File: config.mk
export PLATFORM = sky130hd
export DESIGN_NAME = controlUnit
export DESIGN_NICKNAME = d
export VERILOG_FILES = /design/src/hw/controlUnitPkg.sv /design/src/hw/controlUnit.sv /design/src/hw/instrSequencer.sv /design/src/hw/opcodeDecoder.sv
export VERILOG_INCLUDE_DIRS = /design/src /design/src/hw
export SDC_FILE = /design/constraint.sdc
export NUM_CORES = 1
export LEC_CHECK = 0
export BUFFER_PORTS_ARGS = -buffer_cell sky130_fd_sc_hd__buf_2
export CELL_PAD_IN_SITES_DETAIL_PLACEMENT = 1
export CELL_PAD_IN_SITES_GLOBAL_PLACEMENT = 1
export CORE_ASPECT_RATIO = 0.8
export CORE_UTILIZATION = 35
export DETAILED_ROUTE_END_ITERATION = 10
export PLACE_DENSITY_LB_ADDON = 0.1
export SYNTH_ARGS = -nofsm -noshare
export SYNTH_HDL_FRONTEND = slang
export SYNTH_SLANG_ARGS = --single-unit
export TNS_END_PERCENT = 30
File: constraint.sdc
create_clock -name clk -period 4 [get_ports clk]
set_clock_uncertainty 0.05 [all_clocks]
set_input_delay 0.2 -clock clk [delete_from_list [all_inputs] [get_ports clk]]
set_output_delay 0.2 -clock clk [all_outputs]
set_load 0.02 [all_outputs]
File: src/hw/controlUnit_defines.svh
`ifndef CONTROL_UNIT_DEFINES_SVH
`define CONTROL_UNIT_DEFINES_SVH

// field widths of the control unit
`define OPCODE_W 5 // opcode field of the 16-bit instruction
`define ALUOP_W 5 // ALU operation select
`define FLUSH_CNT_W 2 // width of the flush counter in the sequencer

// zeroed cycles that follow the second cycle of RET or RTI
`define FLUSH_AFTER_RET 2

// opcodes where any code above OP_CLRC decodes as a NOP
`define OP_NOP 5'd0
`define OP_NOT 5'd1
`define OP_INC 5'd2
`define OP_DEC 5'd3
`define OP_MOV 5'd4
`define OP_ADD 5'd5
`define OP_SUB 5'd6
`define OP_AND 5'd7
`define OP_OR 5'd8
`define OP_SHL 5'd9
`define OP_SHR 5'd10
`define OP_PUSH 5'd11
`define OP_POP 5'd12
`define OP_LDM 5'd13 // two cycles with the immediate in the next slot
`define OP_LDD 5'd14
`define OP_STD 5'd15
`define OP_JZ 5'd16
`define OP_JN 5'd17
`define OP_JC 5'd18
`define OP_JMP 5'd19
`define OP_CALL 5'd20 // two cycles that push the return PC in two halves
`define OP_RET 5'd21 // two cycles plus the flush
`define OP_RTI 5'd22 // like RET but the ALU restores the frozen flags
`define OP_OUT 5'd23
`define OP_IN 5'd24
`define OP_SETC 5'd25
`define OP_CLRC 5'd26

// ALU operation codes
`define ALU_NOP 5'd0
`define ALU_NOT 5'd1
`define ALU_INC 5'd2
`define ALU_DEC 5'd3
`define ALU_MOV 5'd4
`define ALU_ADD 5'd5
`define ALU_SUB 5'd6
`define ALU_AND 5'd7
`define ALU_OR 5'd8
`define ALU_SHL 5'd9
`define ALU_SHR 5'd10
`define ALU_LDD 5'd11 // effective address for a load
`define ALU_STD 5'd12 // passes Rdst through to the memory stage
`define ALU_JZ 5'd13
`define ALU_JN 5'd14
`define ALU_JC 5'd15
`define ALU_JMP 5'd16
`define ALU_RTI 5'd17
`define ALU_SETC 5'd18
`define ALU_CLRC 5'd19

`endif

File: src/hw/controlUnitPkg.sv
package controlUnitPkg;

    // one bit per pipeline control line with ir in the msb
    typedef struct packed {
        logic ir; // read the input port
        logic iw; // write the output port
        logic mr; // data memory read
        logic mw; // data memory write
        logic mtr; // write back takes the memory data instead of the ALU result
        logic rw; // register file write
        logic branch; // the instruction may redirect the PC
    } ctrlWordT;

    // stack pointer action in the memory stage
    typedef enum logic [1:0] {
        STACK_NONE = 2'b00,
        STACK_PUSH = 2'b01,
        STACK_POP  = 2'b11
    } stackOpT;

    // which half of a two-cycle CALL, RET or interrupt is in flight
    typedef enum logic [1:0] {
        PHASE_NONE   = 2'b00,
        PHASE_SECOND = 2'b01, // upper half of the PC
        PHASE_FIRST  = 2'b11 // lower half of the PC
    } phaseT;

    // the decoder tells the sequencer which multi-cycle instruction has started
    typedef enum logic [1:0] {
        START_NONE = 2'b00,
        START_LDM  = 2'b01,
        START_CALL = 2'b10,
        START_RET  = 2'b11 // RET and RTI share the same sequence
    } seqStartT;

    // state of the sequencer
    typedef enum logic [2:0] {
        SEQ_IDLE  = 3'd0,
        SEQ_LDM2  = 3'd1, // immediate word of LDM is in decode
        SEQ_CALL2 = 3'd2,
        SEQ_RET2  = 3'd3,
        SEQ_INT1  = 3'd4, // interrupt entry deferred behind LDM
        SEQ_INT2  = 3'd5
    } seqStateT;

endpackage

File: src/hw/controlUnit.sv
`include "controlUnit_defines.svh"

module controlUnit import controlUnitPkg::*; (
    input  logic                 clk,
    input  logic                 arstN,
    input  logic [`OPCODE_W-1:0] opcode, // instruction in the decode stage
    input  logic                 bubble,
    input  logic                 interrupt,
    output ctrlWordT             ctrl,
    output logic [`ALUOP_W-1:0]  aluOp,
    output logic                 shift,
    output stackOpT              stackOp,
    output logic                 isPush,
    output logic                 isIn,
    output phaseT                callPhase,
    output phaseT                retPhase,
    output phaseT                intPhase
);

    // first-cycle fields straight from the decode table
    ctrlWordT            decCtrl;
    logic [`ALUOP_W-1:0] decAluOp;
    logic                decShift;
    stackOpT             decStackOp;
    logic                decIsPush;
    logic                decIsIn;
    phaseT               decCallPhase;
    phaseT               decRetPhase;
    seqStartT            seqStart; // multi-cycle instruction begins

    opcodeDecoder decoder (
        .opcode    (opcode),
        .ctrl      (decCtrl),
        .aluOp     (decAluOp),
        .shift     (decShift),
        .stackOp   (decStackOp),
        .isPush    (decIsPush),
        .isIn      (decIsIn),
        .callPhase (decCallPhase),
        .retPhase  (decRetPhase),
        .seqStart  (seqStart)
    );

    // the sequencer owns every output and overrides decode when it must
    instrSequencer sequencer (
        .clk          (clk),
        .arstN        (arstN),
        .bubble       (bubble),
        .interrupt    (interrupt),
        .decCtrl      (decCtrl),
        .decAluOp     (decAluOp),
        .decShift     (decShift),
        .decStackOp   (decStackOp),
        .decIsPush    (decIsPush),
        .decIsIn      (decIsIn),
        .decCallPhase (decCallPhase),
        .decRetPhase  (decRetPhase),
        .seqStart     (seqStart),
        .ctrl         (ctrl),
        .aluOp        (aluOp),
        .shift        (shift),
        .stackOp      (stackOp),
        .isPush       (isPush),
        .isIn         (isIn),
        .callPhase    (callPhase),
        .retPhase     (retPhase),
        .intPhase     (intPhase)
    );

endmodule

File: src/hw/instrSequencer.sv
`include "controlUnit_defines.svh"

module instrSequencer import controlUnitPkg::*; (
    input  logic                clk,
    input  logic                arstN,
    input  logic                bubble, // decode slot holds a stall
    input  logic                interrupt, // one cycle pulse
    input  ctrlWordT            decCtrl,
    input  logic [`ALUOP_W-1:0] decAluOp,
    input  logic                decShift,
    input  stackOpT             decStackOp,
    input  logic                decIsPush,
    input  logic                decIsIn,
    input  phaseT               decCallPhase,
    input  phaseT               decRetPhase,
    input  seqStartT            seqStart,
    output ctrlWordT            ctrl,
    output logic [`ALUOP_W-1:0] aluOp,
    output logic                shift,
    output stackOpT             stackOp,
    output logic                isPush,
    output logic                isIn,
    output phaseT               callPhase,
    output phaseT               retPhase,
    output phaseT               intPhase
);

    seqStateT                 seqState;
    seqStateT                 nextState;
    logic [`FLUSH_CNT_W-1:0]  flushCnt; // zeroed slots still owed after a RET
    logic [`FLUSH_CNT_W-1:0]  nextFlush;

    // output selection and next state follow one priority chain
    always_comb begin
        ctrl      = '0; // most branches only raise a few lines
        aluOp     = `ALU_NOP;
        shift     = 1'b0;
        stackOp   = STACK_NONE;
        isPush    = 1'b0;
        isIn      = 1'b0;
        callPhase = PHASE_NONE;
        retPhase  = PHASE_NONE;
        intPhase  = PHASE_NONE;
        nextState = seqState;
        nextFlush = flushCnt;

        if (seqState == SEQ_INT2) begin
            // upper PC half of the interrupt return address
            ctrl.mw   = 1'b1;
            stackOp   = STACK_PUSH;
            intPhase  = PHASE_SECOND;
            nextState = SEQ_IDLE;
        end else if (seqState == SEQ_INT1) begin
            // the interrupt that waited behind LDM starts now
            ctrl.mw   = 1'b1;
            stackOp   = STACK_PUSH;
            intPhase  = PHASE_FIRST;
            nextState = SEQ_INT2;
        end else if (interrupt && seqState == SEQ_LDM2) begin
            // LDM must finish its write first so entry slips by one cycle
            ctrl.rw   = 1'b1;
            aluOp     = `ALU_MOV;
            nextState = SEQ_INT1;
        end else if (interrupt) begin
            ctrl.mw   = 1'b1; // lower PC half is pushed as it is
            stackOp   = STACK_PUSH;
            intPhase  = PHASE_FIRST;
            nextState = SEQ_INT2; // a pending CALL2 or RET2 is abandoned
        end else if (flushCnt != '0) begin
            // wrong-path slots fetched before the new PC was known
            nextFlush = flushCnt - 1'b1;
        end else if (bubble) begin
            // a stall slot keeps the state
            nextState = seqState;
        end else if (seqState == SEQ_LDM2) begin
            ctrl.rw   = 1'b1; // immediate word is written to Rdst
            aluOp     = `ALU_MOV;
            nextState = SEQ_IDLE;
        end else if (seqState == SEQ_CALL2) begin
            ctrl.mw   = 1'b1;
            stackOp   = STACK_PUSH;
            callPhase = PHASE_SECOND; // upper PC half is pushed
            nextState = SEQ_IDLE;
        end else if (seqState == SEQ_RET2) begin
            ctrl.mr   = 1'b1;
            aluOp     = `ALU_MOV;
            stackOp   = STACK_POP;
            retPhase  = PHASE_SECOND; // popped word fills the lower PC half
            nextFlush = `FLUSH_CNT_W'(`FLUSH_AFTER_RET);
            nextState = SEQ_IDLE;
        end else begin
            // plain decode of the current opcode
            ctrl      = decCtrl;
            aluOp     = decAluOp;
            shift     = decShift;
            stackOp   = decStackOp;
            isPush    = decIsPush;
            isIn      = decIsIn;
            callPhase = decCallPhase;
            retPhase  = decRetPhase;
            case (seqStart)
                START_LDM:  nextState = SEQ_LDM2;
                START_CALL: nextState = SEQ_CALL2;
                START_RET:  nextState = SEQ_RET2;
                default:    nextState = SEQ_IDLE;
            endcase
        end
    end

    always_ff @(posedge clk or negedge arstN) begin
        if (!arstN) begin
            seqState <= SEQ_IDLE;
            flushCnt <= '0;
        end else begin
            seqState <= nextState;
            flushCnt <= nextFlush;
        end
    end

    // the flush is only ever loaded with the RET length and counts down from there
    flushBounded: assert property (
        @(posedge clk) disable iff (!arstN)
        flushCnt <= `FLUSH_CNT_W'(`FLUSH_AFTER_RET)
    );

    // a memory write and a pop in the same slot would corrupt the stack
    noPopOnWrite: assert property (
        @(posedge clk) disable iff (!arstN)
        !(ctrl.mw && stackOp == STACK_POP)
    );

    // the second interrupt cycle follows either the first one or an accepted interrupt
    int2Entry: assert property (
        @(posedge clk) disable iff (!arstN)
        seqState == SEQ_INT2 |->
            $past(seqState == SEQ_INT1 ||
                  (interrupt && seqState inside {SEQ_IDLE, SEQ_CALL2, SEQ_RET2}))
    );

endmodule

File: src/hw/opcodeDecoder.sv
`include "controlUnit_defines.svh"

module opcodeDecoder import controlUnitPkg::*; (
    input  logic [`OPCODE_W-1:0] opcode,
    output ctrlWordT             ctrl,
    output logic [`ALUOP_W-1:0]  aluOp,
    output logic                 shift,
    output stackOpT              stackOp,
    output logic                 isPush,
    output logic                 isIn,
    output phaseT                callPhase,
    output phaseT                retPhase,
    output seqStartT             seqStart
);

    // decodes the first cycle of every instruction while the sequencer supplies the later ones
    always_comb begin
        // everything inactive unless the opcode says otherwise
        ctrl      = '0;
        aluOp     = `ALU_NOP;
        shift     = 1'b0;
        stackOp   = STACK_NONE;
        isPush    = 1'b0;
        isIn      = 1'b0;
        callPhase = PHASE_NONE;
        retPhase  = PHASE_NONE;
        seqStart  = START_NONE;

        case (opcode)
            // register to register ALU work only writes back the result
            `OP_NOT: begin
                ctrl.rw = 1'b1;
                aluOp   = `ALU_NOT;
            end
            `OP_INC: begin
                ctrl.rw = 1'b1;
                aluOp   = `ALU_INC;
            end
            `OP_DEC: begin
                ctrl.rw = 1'b1;
                aluOp   = `ALU_DEC;
            end
            `OP_MOV: begin
                ctrl.rw = 1'b1;
                aluOp   = `ALU_MOV;
            end
            `OP_ADD: begin
                ctrl.rw = 1'b1;
                aluOp   = `ALU_ADD;
            end
            `OP_SUB: begin
                ctrl.rw = 1'b1;
                aluOp   = `ALU_SUB;
            end
            `OP_AND: begin
                ctrl.rw = 1'b1;
                aluOp   = `ALU_AND;
            end
            `OP_OR: begin
                ctrl.rw = 1'b1;
                aluOp   = `ALU_OR;
            end
            `OP_SHL: begin
                ctrl.rw = 1'b1;
                aluOp   = `ALU_SHL;
                shift   = 1'b1; // shift amount comes from the immediate field
            end
            `OP_SHR: begin
                ctrl.rw = 1'b1;
                aluOp   = `ALU_SHR;
                shift   = 1'b1;
            end
            `OP_PUSH: begin
                ctrl.mw = 1'b1;
                aluOp   = `ALU_MOV; // Rdst goes through the ALU to the memory data
                stackOp = STACK_PUSH;
                isPush  = 1'b1; // memory stage picks the ALU result as write data
            end
            `OP_POP: begin
                ctrl.mr  = 1'b1;
                ctrl.mtr = 1'b1;
                ctrl.rw  = 1'b1;
                aluOp    = `ALU_MOV;
                stackOp  = STACK_POP;
            end
            `OP_LDM: begin
                seqStart = START_LDM; // this slot is a bubble and the write happens next cycle
            end
            `OP_LDD: begin
                ctrl.mr  = 1'b1;
                ctrl.mtr = 1'b1;
                ctrl.rw  = 1'b1;
                aluOp    = `ALU_LDD;
            end
            `OP_STD: begin
                ctrl.mw = 1'b1;
                aluOp   = `ALU_STD;
            end
            // jumps only need the ALU to evaluate the condition
            `OP_JZ:  aluOp = `ALU_JZ;
            `OP_JN:  aluOp = `ALU_JN;
            `OP_JC:  aluOp = `ALU_JC;
            `OP_JMP: aluOp = `ALU_JMP;
            `OP_CALL: begin
                ctrl.mw   = 1'b1;
                aluOp     = `ALU_STD; // target address is Rdst
                stackOp   = STACK_PUSH;
                callPhase = PHASE_FIRST; // lower half of PC + 1 is pushed now
                seqStart  = START_CALL;
            end
            `OP_RET: begin
                ctrl.mr  = 1'b1;
                aluOp    = `ALU_MOV;
                stackOp  = STACK_POP;
                retPhase = PHASE_FIRST; // popped word goes to the upper PC half
                seqStart = START_RET;
            end
            `OP_RTI: begin
                ctrl.mr  = 1'b1;
                aluOp    = `ALU_RTI; // flags are restored from the frozen copy
                stackOp  = STACK_POP;
                retPhase = PHASE_FIRST;
                seqStart = START_RET;
            end
            `OP_OUT: begin
                ctrl.iw = 1'b1;
                aluOp   = `ALU_MOV; // Rdst is moved to the output port
            end
            `OP_IN: begin
                ctrl.ir = 1'b1;
                ctrl.rw = 1'b1;
                aluOp   = `ALU_MOV;
                isIn    = 1'b1; // write back takes the port value
            end
            `OP_SETC: aluOp = `ALU_SETC;
            `OP_CLRC: aluOp = `ALU_CLRC;
            default: begin
                // OP_NOP and every unused code keep the inactive word
                aluOp = `ALU_NOP;
            end
        endcase
    end

endmodule
* Word level (Yosys, flattened, before mapping) *
Cells that the tools add are included.

storage, ports and cells
  input bits = 9
  output and inout bits = 23
  register bits = 5

cells by class
  muxes and demuxes = 133
  reduce and logical (&&, ||, !) cells = 15
  eq/ne operators = 39
  bitwise operators = 4
  add/subtract/negate cells = 1

operators with widths
  cell                  number
  $pmux W5 S19          1
  $mux W2               40
  $mux W3               23
  $eq A5 B5 Y1 const B  11
  $mux W5               11
  $mux W1               44
  $eq A5 B4 Y1 const B  8
  $mux W4               9
  $eq A5 B3 Y1 const B  4
  $mux W7               2
  $reduce_or A13 Y1     1
  $pmux W2 S3           2
  $eq A5 B2 Y1 const B  2
  $reduce_or A2 Y1      5
  $reduce_and A8 Y1     1
  $eq A3 B2 Y1 const B  2
  $eq A3 B3 Y1 const B  2
  $reduce_or A3 Y1      2
  $reduce_or A6 Y1      1
  $eq A5 B1 Y1 const B  1
  $ne A5 B1 Y1 const B  1
  $ne A5 B2 Y1 const B  1
  $eq A2 B2 Y1 const B  2
  $ne A2 B1 Y1 const B  2
  10 further kinds      14

* Logic depth before layout (Yosys ltp) *
  word-level depth = 27
  gate-level depth with buffers = 8
  gate-level depth less buffers = 6

* Hierarchy *
Synthesis repeated with hierarchy kept, for this count alone.

unflattened totals
  cells, all modules = 160
  area, all modules = 1,139.8 um^2

by module, submodules not included
  module          instances  cells an instance  seq. area each (um^2)  area each (um^2)
  instrSequencer  1          87                 125.1                  669.4
  opcodeDecoder   1          73                 0.0                    470.5

* Worst setup path after synthesis *
OpenSTA, ideal clock, no wires.

  kind = reg2out
  start = register sequencer.flushCnt[0]
  end = output port ctrl[6] in the netlist's numbering
  setup slack = 1.694 ns
  data arrival time = 2.056 ns
  cell stages (with the launch flop) = 9
  buffers on the path = 2
  path through = dfrtp_1 > inv_1 > ha_1 > or3b_1 > buf_6 > o21bai_4 > nand3b_4 > nor4b_4 > buf_4

RTL lines
  what                    line                   text
  start, declared         instrSequencer.sv:30   logic [`FLUSH_CNT_W-1:0] flushCnt;
  start signal, assigned  instrSequencer.sv:116  flushCnt <= nextFlush;
  start signal, assigned  instrSequencer.sv:123  flushCnt <= `FLUSH_CNT_W'(`FLUSH_AFTER_RET)
  end, declared           controlUnit.sv:9       output ctrlWordT ctrl,

==> run metrics <==
fin. max-slew vios=0; DRT antenna net count=0; drt first pass iters=4; fraction of layout cells with a size suffix above 1=0.256; final period utilization=0.656; total length of routed wires=3220 um; I/O pin cnt=32; CTS Buffer Depth=2; IO Port Bufs=30; cts hold-fix bufs=1; Bufs and invs on worst path=2; Seq cells post-synth=5; WS Path Type=flip-flop to output port; Synth Cell Area=0.00101 mm2; CP Data Required Time=3.75 ns; vias in the first global route=1092; Site Rows=17; CP max FO=12; Setup Buffers After CTS=0; number of synthesized flops with an enable pin=0; power per cell area=407 mW/mm2; CTS Buf Count=3; Hold Vio Cnt, Final=0; total die area=0.00310 mm2; gr ovfl total=0; core area=0.00274 mm2; maxcap violations=0; Post-Syn Nets=155; CP max stage cell=or3b_1; root buffer cell=clkbuf_4; clock sink count=5; post-CTS sizing=0; Cell variety after synth=48; Residual DRC=0; commonest non-fill, non-tap cell in the layout=buf_2; # fillers=364; syn avg cell area=7.00 um2; commonest non-fill, non-tap cells in the layout=buf_2, a21oi_1, nor2_1; Yosys warning count=0; initial antenna violation count=0; worst-path cell chain=inv_1 -> ha_1 -> or3b_1 -> o21bai_4 -> nand3b_4 -> nor4b_4 -> buf_2; outcome=finished, final reports clean; Vias=1154; crit-path max cell delay=0.49 ns; Skew-Pair Late Insertion Delay=0.25 ns; RSZ-0062 raised after global routing=false; Die X=62.0 um; final setup vio count=0; CTS HTree Levels=1; Final HPWL DP=2370 um; HP Class=primary input to async pin; Total GRT Usage=0.220; fmax=0.381 GHz; Nets=176; Cell Count, Final, Fillers Out=202; global placement routability congestion=0.853; Worst EP arrival=2.37 ns; vias per std cell=5.71; Final TNS setup=0 ns; most common flop cell mapped by yosys=dfrtp_1; DR WL/cell=15.9 um; register area share after synthesis=0.124; die height=50.0 um; CP Launch Type=flip-flop; Tmin final=2.62 ns; Max VDD drop=0.000290 V; Reg clk slew, reported paths=0.04 ns; ys async rst share=1.00; TritonCTS clock tree=done; largest net degree at the start of global routing=25; CP Capture Type=output port; Post-Place Cells=197; Area Growth Syn to Fin=14.9%; Static Leakage=0.000491 uW; Ant. Diodes=0; initial core utilization=0.368; CP top delay family=simple AND/OR/NAND/NOR gates; Cells after Synth=144; initial drt markers=27; first-pass GRT wire length=5150 um
where the power goes:
group / total (uW) / switching (uW) / internal, uW / leakage (uW)
Clock: 59.1 / 21.3 / 37.7 / 0.0000150
Combinational: 306 / 185 / 120 / 0.000415
Sequential: 106 / 34.7 / 71.6 / 0.0000610
final timing paths:
| kind | depth (start not counted) | endpoint | slack, ns | start |
|---|---|---|---|---|
| max | 7 | ctrl[6] | 1.38 | sequencer.flushCnt[0] |
| min | 2 | sequencer.flushCnt[1] | 0.26 | arstN |
| max reg2reg | 6 | sequencer.seqState[1] | 2.16 | sequencer.flushCnt[0] |
| min reg2reg | 1 | sequencer.flushCnt[0] | 0.46 | sequencer.flushCnt[0] |
| max in group asynchronous | 2 | sequencer.seqState[2] | 3.50 | arstN |
| min in group clk | 3 | sequencer.seqState[2] | 0.27 | interrupt |
state kept, by name, indices dropped and copies added, names as in the netlist:
name / cells
sequencer.seqState: 3
sequencer.flushCnt: 2
worst reg2reg max path: stages, from the launching register on:
cell	delay (ns)
dfrtp_1	0.37
inv_1	0.09
ha_1	0.21
or3b_1	0.49
o21bai_4	0.30
nor2_1	0.13
a22o_1	0.14
cells by family (layout without fill, tap and decap cells):
kind of cell    Yosys count  after routing  share of synthesized area
simple gates             62             62                      0.368
compound gates           47             47                      0.315
buf+inv                  21             41                      0.105
flops                     5              5                      0.124
mux                       4              4                     0.0409
fa+ha+maj                 2              2                     0.0248
xor+xnor                  2              2                     0.0174
other cells               1              1                    0.00372
routing by layer:
metal | vias to the layer above | global-route usage | wire length [um]
met5 | - | 0 | 0
met4 | 0 | 0.0222 | 0
met3 | 0 | 0.0394 | 127
met2 | 27 | 0.333 | 1460
met1 | 564 | 0.329 | 1630
li1 | 563 | - | -
final cells by class:
type,count,area (um2),area share
Multi-Input combinational cell,118,777,0.671
Timing Repair Buffer,31,160,0.138
Sequential cell,5,125,0.108
Tap cell,38,47.5,0.0410
Clock buffer,4,26.3,0.0227
Inverter,6,22.5,0.0194
cells in the mapped netlist (2+ instances only):
library cell,instances,area share
a21oi_1,18,0.089
a2bb2oi_1,3,0.026
buf_2,4,0.020
buf_4,2,0.015
buf_6,2,0.022
clkbuf_1,6,0.022
dfrtp_1,5,0.12
ha_1,2,0.025
inv_1,5,0.019
mux2i_1,3,0.030
nand2_1,9,0.033
nand2b_1,3,0.019
nor2_1,13,0.048
nor2b_1,12,0.074
nor3_1,7,0.035
nor3b_1,3,0.022
nor4_1,3,0.019
o21ai_0,7,0.035
o22ai_1,2,0.012
o311ai_1,2,0.017
o31ai_1,2,0.015
o32ai_1,2,0.017
or2_2,3,0.019
xnor2_1,2,0.017
per-stage QoR:
step                total power [uW]  cell area [um2]  hold slack, ns  worst slack [ns]   util
global placement                 395             1120         -0.0281              1.73  0.409
floorplan                        328             1010          -0.146              1.69      -
CTS                              473             1160           0.252              1.36  0.422
global route                     505             1160           0.268              1.28  0.422
detailed placement               410             1120         -0.0245              1.63  0.409
finish                           471             1160           0.258              1.38  0.422
(Power assumes the default switching activity.)
